<file path="config.mk">
export PLATFORM = sky130hd
export DESIGN_NAME = cache
export DESIGN_NICKNAME = d
export VERILOG_FILES = /design/src/lc3b_types.sv /design/src/cache_types.sv /design/src/cache_control.sv /design/src/cache_datapath.sv /design/src/cache.sv
export VERILOG_INCLUDE_DIRS = /design/src
export SDC_FILE = /design/constraint.sdc
export NUM_CORES = 1
export LEC_CHECK = 0
export BUFFER_PORTS_ARGS = -buffer_cell sky130_fd_sc_hd__clkbuf_2
export CORE_MARGIN = 5
export CORE_UTILIZATION = 33
export DETAILED_ROUTE_END_ITERATION = 10
export GPL_ROUTABILITY_DRIVEN = 1
export HOLD_SLACK_MARGIN = 0.08
export MAX_ROUTING_LAYER = met4
export SYNTH_ARGS = -nofsm -noshare
export SYNTH_HDL_FRONTEND = slang
export SYNTH_SLANG_ARGS = --single-unit
</file>
<file path="constraint.sdc">
create_clock -name clk -period 31.2 [get_ports clk]
set_input_delay 4.68 -clock clk [delete_from_list [all_inputs] [get_ports clk]]
set_output_delay 4.68 -clock clk [all_outputs]
set_load 0.02 [all_outputs]
</file>
<file path="src/cache_defines.svh">
`ifndef CACHE_DEFINES_SVH
`define CACHE_DEFINES_SVH

// direct-mapped geometry, tag + index + offset must stay at 16 bits
`define CACHE_SETS 8
`define CACHE_INDEX_BITS 3

// byte offset inside one line
`define CACHE_OFFSET_BITS 4

`define CACHE_TAG_BITS 9

// one memory transfer moves a whole line
`define CACHE_LINE_BITS 128
`define CACHE_WORDS_PER_LINE 8

`endif

</file>
<file path="src/lc3b_types.sv">
`default_nettype none

`include "cache_defines.svh"

package lc3b_types;

    typedef logic [15:0] lc3b_word;

    // one enable bit per byte, bit 0 is the low byte
    typedef logic [1:0] lc3b_mem_wmask;

    typedef struct packed {
        logic [`CACHE_TAG_BITS-1:0] tag;
        logic [`CACHE_INDEX_BITS-1:0] index;
        logic [`CACHE_OFFSET_BITS-1:0] offset;
    } lc3b_addr_fields_t;

    // the same address seen as a flat word or split for the cache
    typedef union packed {
        lc3b_word word;
        lc3b_addr_fields_t fields;
    } lc3b_addr_u;

endpackage : lc3b_types

`default_nettype wire

</file>
<file path="src/cache_types.sv">
`default_nettype none

`include "cache_defines.svh"

package cache_types;
    import lc3b_types::*;

    typedef logic [`CACHE_LINE_BITS-1:0] cache_line_t;

    // cpu side, one word per access
    typedef struct packed {
        lc3b_addr_u addr;
        logic write;
        lc3b_word wdata;
        lc3b_mem_wmask wmask;
    } cpu_req_t;

    // memory side, line address has a zero offset
    typedef struct packed {
        lc3b_word addr;
        logic we;
        cache_line_t wdata;
    } mem_req_t;

endpackage : cache_types

`default_nettype wire

</file>
<file path="src/cache_control.sv">
`timescale 1ns/1ns
`default_nettype none

module cache_control (
    input  wire logic clk,
    input  wire logic reset,
    input  wire logic cpu_strobe,
    input  wire logic cpu_write,
    input  wire logic hit,
    input  wire logic need_writeback,
    input  wire logic mem_resp,
    output logic cpu_resp,
    output logic hit_write,
    output logic ctrl_write,
    output logic ctrl_reload,
    output logic mem_strobe,
    output logic mem_we
);

    typedef enum logic [2:0] {
        RW_HIT,
        LOAD_ADDR,
        WRITE_BACK,
        MEM_RESET,
        RELOAD
    } state_t;

    state_t state;
    state_t next_state;

    always_comb begin
        cpu_resp = 1'b0;
        hit_write = 1'b0;
        ctrl_write = 1'b0;
        ctrl_reload = 1'b0;
        mem_strobe = 1'b0;
        mem_we = 1'b0;
        case (state)
            RW_HIT: begin
                cpu_resp = cpu_strobe && hit;
                hit_write = cpu_strobe && hit && cpu_write;
            end
            // stored tag drives the memory address one cycle early
            LOAD_ADDR: begin
                ctrl_write = 1'b1;
            end
            WRITE_BACK: begin
                ctrl_write = 1'b1;
                mem_strobe = 1'b1;
                mem_we = 1'b1;
            end
            // strobe drops for a cycle between the two transfers
            MEM_RESET: begin
            end
            RELOAD: begin
                ctrl_reload = 1'b1;
                mem_strobe = 1'b1;
            end
            default: begin
            end
        endcase
    end

    always_comb begin
        next_state = state;
        case (state)
            RW_HIT: begin
                if (cpu_strobe && !hit) begin
                    next_state = need_writeback ? LOAD_ADDR : MEM_RESET;
                end
            end
            LOAD_ADDR: next_state = WRITE_BACK;
            WRITE_BACK: begin
                if (mem_resp) begin
                    next_state = MEM_RESET;
                end
            end
            MEM_RESET: next_state = RELOAD;
            RELOAD: begin
                // line is written this cycle, the retry then hits
                if (mem_resp) begin
                    next_state = RW_HIT;
                end
            end
            default: next_state = RW_HIT;
        endcase
    end

    always_ff @(posedge clk) begin
        if (reset) begin
            state <= RW_HIT;
        end else begin
            state <= next_state;
        end
    end

    a_we_needs_strobe: assert property (@(posedge clk) disable iff (reset)
        mem_we |-> mem_strobe);

    a_miss_leaves_hit: assert property (@(posedge clk) disable iff (reset)
        (state == RW_HIT && cpu_strobe && !hit) |=> (state != RW_HIT));

endmodule : cache_control

`default_nettype wire

</file>
<file path="src/cache_datapath.sv">
`timescale 1ns/1ns
`default_nettype none

`include "cache_defines.svh"

module cache_datapath
    import lc3b_types::*, cache_types::*;
(
    input  wire logic clk,
    input  wire logic reset,
    input  wire cpu_req_t cpu_req,
    input  wire logic hit_write,
    input  wire logic ctrl_write,
    input  wire logic ctrl_reload,
    input  wire logic mem_resp,
    input  wire cache_line_t mem_rdata,
    output logic hit,
    output logic need_writeback,
    output lc3b_word cpu_rdata,
    output lc3b_word mem_addr,
    output cache_line_t mem_wdata
);

    localparam int WORD_SEL_BITS = $clog2(`CACHE_WORDS_PER_LINE);

    logic [`CACHE_TAG_BITS-1:0] tag_array [`CACHE_SETS];
    cache_line_t data_array [`CACHE_SETS];
    logic [`CACHE_SETS-1:0] valid_bits;
    logic [`CACHE_SETS-1:0] dirty_bits;

    logic [`CACHE_INDEX_BITS-1:0] index;
    logic [`CACHE_TAG_BITS-1:0] stored_tag;
    logic [WORD_SEL_BITS-1:0] word_sel;
    logic tag_match;
    logic reload_write;
    cache_line_t cur_line;
    cache_line_t merged_line;
    lc3b_addr_u line_addr;

    assign index = cpu_req.addr.fields.index;
    assign word_sel = cpu_req.addr.fields.offset[`CACHE_OFFSET_BITS-1:1];
    assign stored_tag = tag_array[index];
    assign cur_line = data_array[index];

    assign tag_match = (stored_tag == cpu_req.addr.fields.tag);
    assign hit = valid_bits[index] && tag_match;
    assign need_writeback = valid_bits[index] && dirty_bits[index] && !tag_match;
    assign reload_write = ctrl_reload && mem_resp;

    assign cpu_rdata = cur_line[word_sel*16 +: 16];
    assign mem_wdata = cur_line;

    // victim address during write-back, requested line otherwise
    always_comb begin
        line_addr.fields.tag = ctrl_write ? stored_tag : cpu_req.addr.fields.tag;
        line_addr.fields.index = index;
        line_addr.fields.offset = '0;
    end

    assign mem_addr = line_addr.word;

    always_comb begin
        merged_line = cur_line;
        for (int b = 0; b < 2; b++) begin
            if (cpu_req.wmask[b]) begin
                merged_line[word_sel*16 + b*8 +: 8] = cpu_req.wdata[b*8 +: 8];
            end
        end
    end

    always_ff @(posedge clk) begin
        if (hit_write) begin
            data_array[index] <= merged_line;
        end else if (reload_write) begin
            data_array[index] <= mem_rdata;
            tag_array[index] <= cpu_req.addr.fields.tag;
        end
    end

    always_ff @(posedge clk) begin
        if (reset) begin
            valid_bits <= '0;
            dirty_bits <= '0;
        end else if (hit_write) begin
            dirty_bits[index] <= 1'b1;
        end else if (reload_write) begin
            // fresh line from memory is clean
            valid_bits[index] <= 1'b1;
            dirty_bits[index] <= 1'b0;
        end
    end

    a_no_write_overlap: assert property (@(posedge clk) disable iff (reset)
        !(hit_write && reload_write));

endmodule : cache_datapath

`default_nettype wire

</file>
<file path="src/cache.sv">
`timescale 1ns/1ns
`default_nettype none

module cache
    import lc3b_types::*, cache_types::*;
(
    input  wire logic clk,
    input  wire logic reset,
    input  wire logic cpu_strobe,
    input  wire cpu_req_t cpu_req,
    output logic cpu_resp,
    output lc3b_word cpu_rdata,
    output logic mem_strobe,
    output mem_req_t mem_req,
    input  wire logic mem_resp,
    input  wire cache_line_t mem_rdata
);

    logic hit;
    logic need_writeback;
    logic hit_write;
    logic ctrl_write;
    logic ctrl_reload;
    logic mem_we;
    lc3b_word mem_addr;
    cache_line_t mem_wdata;

    cache_control u_control (
        .clk            (clk),
        .reset          (reset),
        .cpu_strobe     (cpu_strobe),
        .cpu_write      (cpu_req.write),
        .hit            (hit),
        .need_writeback (need_writeback),
        .mem_resp       (mem_resp),
        .cpu_resp       (cpu_resp),
        .hit_write      (hit_write),
        .ctrl_write     (ctrl_write),
        .ctrl_reload    (ctrl_reload),
        .mem_strobe     (mem_strobe),
        .mem_we         (mem_we)
    );

    cache_datapath u_datapath (
        .clk            (clk),
        .reset          (reset),
        .cpu_req        (cpu_req),
        .hit_write      (hit_write),
        .ctrl_write     (ctrl_write),
        .ctrl_reload    (ctrl_reload),
        .mem_resp       (mem_resp),
        .mem_rdata      (mem_rdata),
        .hit            (hit),
        .need_writeback (need_writeback),
        .cpu_rdata      (cpu_rdata),
        .mem_addr       (mem_addr),
        .mem_wdata      (mem_wdata)
    );

    // line-wide memory request
    assign mem_req.addr = mem_addr;
    assign mem_req.we = mem_we;
    assign mem_req.wdata = mem_wdata;

endmodule : cache

`default_nettype wire

</file>
==> run_results.csv <==
group,metric,value,unit
outcome,outcome,"finished, final reports clean",
cells_and_area,fin_cells,5193,
synth,yosys.area.top_type,"edfxtp_1",
power_and_ir_drop,ir_drop,47.2,uV
sta,timing.final.crit_share,0.448,
cells_and_area,area_growth,15.6,%
worst_setup_path,crit_arrival,9.31,ns
synth,synth_commonest_cells,"edfxtp_1 (1096), nor2_1 (267), nand2_1 (246)",
worst_setup_path,rr_startpoint,"u_datapath.tag_array[7][8]",
synth,postSynthCellCount,2931,
placement,placed_cells,4986,
sta,skew,0.0433,ns
worst_setup_path,worstSetupStartpointType,"primary input",
floorplan,die_x,385,um
sta,rsz0062_at_grt,"no",
worst_setup_path,r2r_cells,9,
cells_and_area,fillers,13000,
clock_tree,cts_tree,"done",
power_and_ir_drop,cellPowerDensity,61.1,mW/mm^2
route,drcViolationCount,0,
route,detail_route.wl_per_cell,31.4,um
worst_setup_path,required,26.52,ns
worst_hold_path,worstHoldStart,"u_datapath.valid_bits[4]",
sta,hold_violations,0,
sta,fmax,0.0715,GHz
placement,port_buffers,324,
power_and_ir_drop,power_leakage,17.9,nW
floorplan,boundaryPins,330,
synth,seq_area_frac_synth,0.716,
route,first_pass_iters,6,
worst_setup_path,rrSetupSlack,25.51,ns
worst_hold_path,hp-class,"flip-flop to flip-flop",
clock_tree,worstSkewPairLatency,0.71,ns
worst_setup_path,cp_max_fo,101,
cells_and_area,final_core_util,0.385,
worst_hold_path,hold_depth,2,
global_routing,antenna_found_initial,16,
floorplan,start_util,0.333,
placement,place_congestion,0.876,
route,drt_iter0_markers,4103,
route,vias_per_cell,5.81,
clock_tree,hold_buffers,0,
sta,max_slew_margin,0.119,
synth,synth_edf_count,1096,
sta,period_needed,13.99,ns
global_routing,grt_max_degree,136,
route,num_vias,30100,
global_routing,overflow,0,
global_routing,grt_first_pass_wirelength,224000,um
cells_and_area,finalNetCount,3394,
sta,setup_viol,0,
clock_tree,root_buffer,"clkbuf_16",
synth,synthFlopType,"edfxtp_1",
floorplan,die_area,0.149,sq mm
worst_setup_path,crit_type,"primary input to output pin",
cells_and_area,multi_input_area,0.0123,sq mm
clock_tree,post_cts_resized,0,
sta,maxSlewViolCount,0,
synth,synth_area_leaders,"edfxtp_1 (71%), mux4_2 (6.6%), mux2_2 (2.6%)",
worst_hold_path,holdPathEnd,"u_datapath.valid_bits[4]",
placement,dp_hpwl,103000,um
route,ant_nets,0,
synth,synthDistinctLibCells,60,
sta,tightestPinTransition,1.29,ns
clock_tree,clkSlewWorstSetupHoldPaths,0.07,ns
worst_setup_path,crit_chain,"buf_8, buf_4, buf_12, nand2b_1, nor2_1, a22oi_1, o21ai_0, mux4_2, mux2_2, clkbuf_2",
floorplan,num_rows,137,
synth,netlist.area_leader.share,0.708,
worst_setup_path,r2r-end,"u_datapath.data_array[4][93]",
synth,syn_area_per_cell,15.9,sq um
sta,finalHoldWorstSlack,0.475,ns
sta,tns,0,ns
global_routing,gr-usage-all-layers,0.219,
global_routing,grt_pass1_vias,28200,
clock_tree,clock-sinks,1115,
worst_setup_path,slowest_delay,0.74,ns
clock_tree,cts_max_level,3,
floorplan,coreArea,0.140,sq mm
synth,yosysWarnings,0,
clock_tree,clock_path_buffers,3,
synth,syn-cell-area,0.0465,sq mm
worst_setup_path,worst_setup_path_end_kind,"output pin",
clock_tree,postCtsSetupRepairBufs,0,
flow_run,cap_violations,0,
clock_tree,numCtsBuffers,108,
synth,synth.most_common_cell,"edfxtp_1",
synth,ys_async_sr_fraction,0,
floorplan,die_h,385,um
cells_and_area,drive_gt1_frac,0.245,
cells_and_area,register_area,0.0333,sq mm
route,wl,163000,um
worst_setup_path,cpMaxStageDelayCell,"nand2b_1",
synth,ys_ff_latch,1115,
## cell usage in the layout, fill, tap and decap left out, types with 11 or more instances in the layout
cell type,n
nand3b_1,13
a22oi_1,55
clkbuf_1,24
a221o_1,11
dfxtp_1,19
a31oi_1,22
nor3b_1,13
clkbuf_16,110
edfxtp_1,1096
mux4_2,137
a221oi_1,123
o22ai_1,34
a21oi_1,195
mux2_2,108
o21ai_0,54
nand2_1,246
mux2i_1,97
nor2_1,262
clkbuf_2,320
clkinv_1,32
a22o_1,15
o221ai_1,16
nand3_1,13
buf_4,56
inv_1,27
## registers in the layout, summed over array words and instances (netlist names), named ones only
name,count
u_datapath.data_array,1024
u_datapath.tag_array,72
u_datapath.valid_bits,8
u_control.state,3
## metal layers
metal  routed length [um]  global-route usage  part of all wire  vias up
met5                    0                   -                 0        -
met4                 4510              0.0540             0.028        0
met3                23000              0.0724              0.14      248
met2                70000               0.310              0.43     2072
met1                65500               0.306              0.40    15600
li1                     -                   -                 -    12300
## worst max path at each step
stage / startpoint / end / slack (ns) / cells past startpoint
after floorplan: cpu_req[23] / u_datapath.data_array[0][0] / 14.65 / 8
after global placement: cpu_req[23] / cpu_rdata[15] / 17.30 / 9
after detailed placement: cpu_req[25] / cpu_resp / 17.34 / 10
after CTS: cpu_req[23] / cpu_rdata[15] / 17.32 / 9
after global routing: cpu_req[25] / cpu_resp / 17.03 / 10
final: cpu_req[25] / cpu_rdata[13] / 17.21 / 10
## metrics by stage
step                cell area (sq um)  power, mW  setup slack, ns
floorplan                       46500       1.88            14.65
global placement                50300       2.02            17.30
detailed placement              50300       2.03            17.34
CTS                             53700       3.29            17.32
global route                    53800       3.37            17.03
finish                          53800       3.29            17.21
## report_power, final
part	internal [mW]	switching, mW	leakage (nW)	total [mW]
clock network	0.710	0.575	1.64	1.28
registers	1.67	0.00129	10.0	1.67
logic	0.0905	0.237	6.23	0.328
## worst max-delay path: cells and delay by family
kind | cells | cell delay, ns
buffers and inverters | 4 | 1.81
and+or+nand+nor | 2 | 1.13
muxes | 2 | 0.92
AOI/OAI and AO/OA | 2 | 0.50
## area by class of cell
type,count,area share
multi-input combinational,1578,0.230
antenna,9,0.000419
tap,1876,0.0436
clock inverter,61,0.00993
sequential,1115,0.619
clock buffer,136,0.0534
timing repair buffer,388,0.0418
inverter,30,0.00221
## logic make-up (layout without fill, tap and decap cells)
group | after synthesis | after routing | synth area share
buffers and inverters | 241 | 615 | 0.0231
multiplexers | 345 | 345 | 0.115
other | 1 | 13 | 0.0000806
flip-flops | 1115 | 1115 | 0.716
AND/OR/NAND/NOR | 620 | 620 | 0.0565
XOR/XNOR | 5 | 5 | 0.000942
adder cells (fa/ha/maj) | 6 | 6 | 0.00161
AO/OA/AOI/OAI | 598 | 598 | 0.0872
Note: power is estimated with default switching activity, not from simulation.
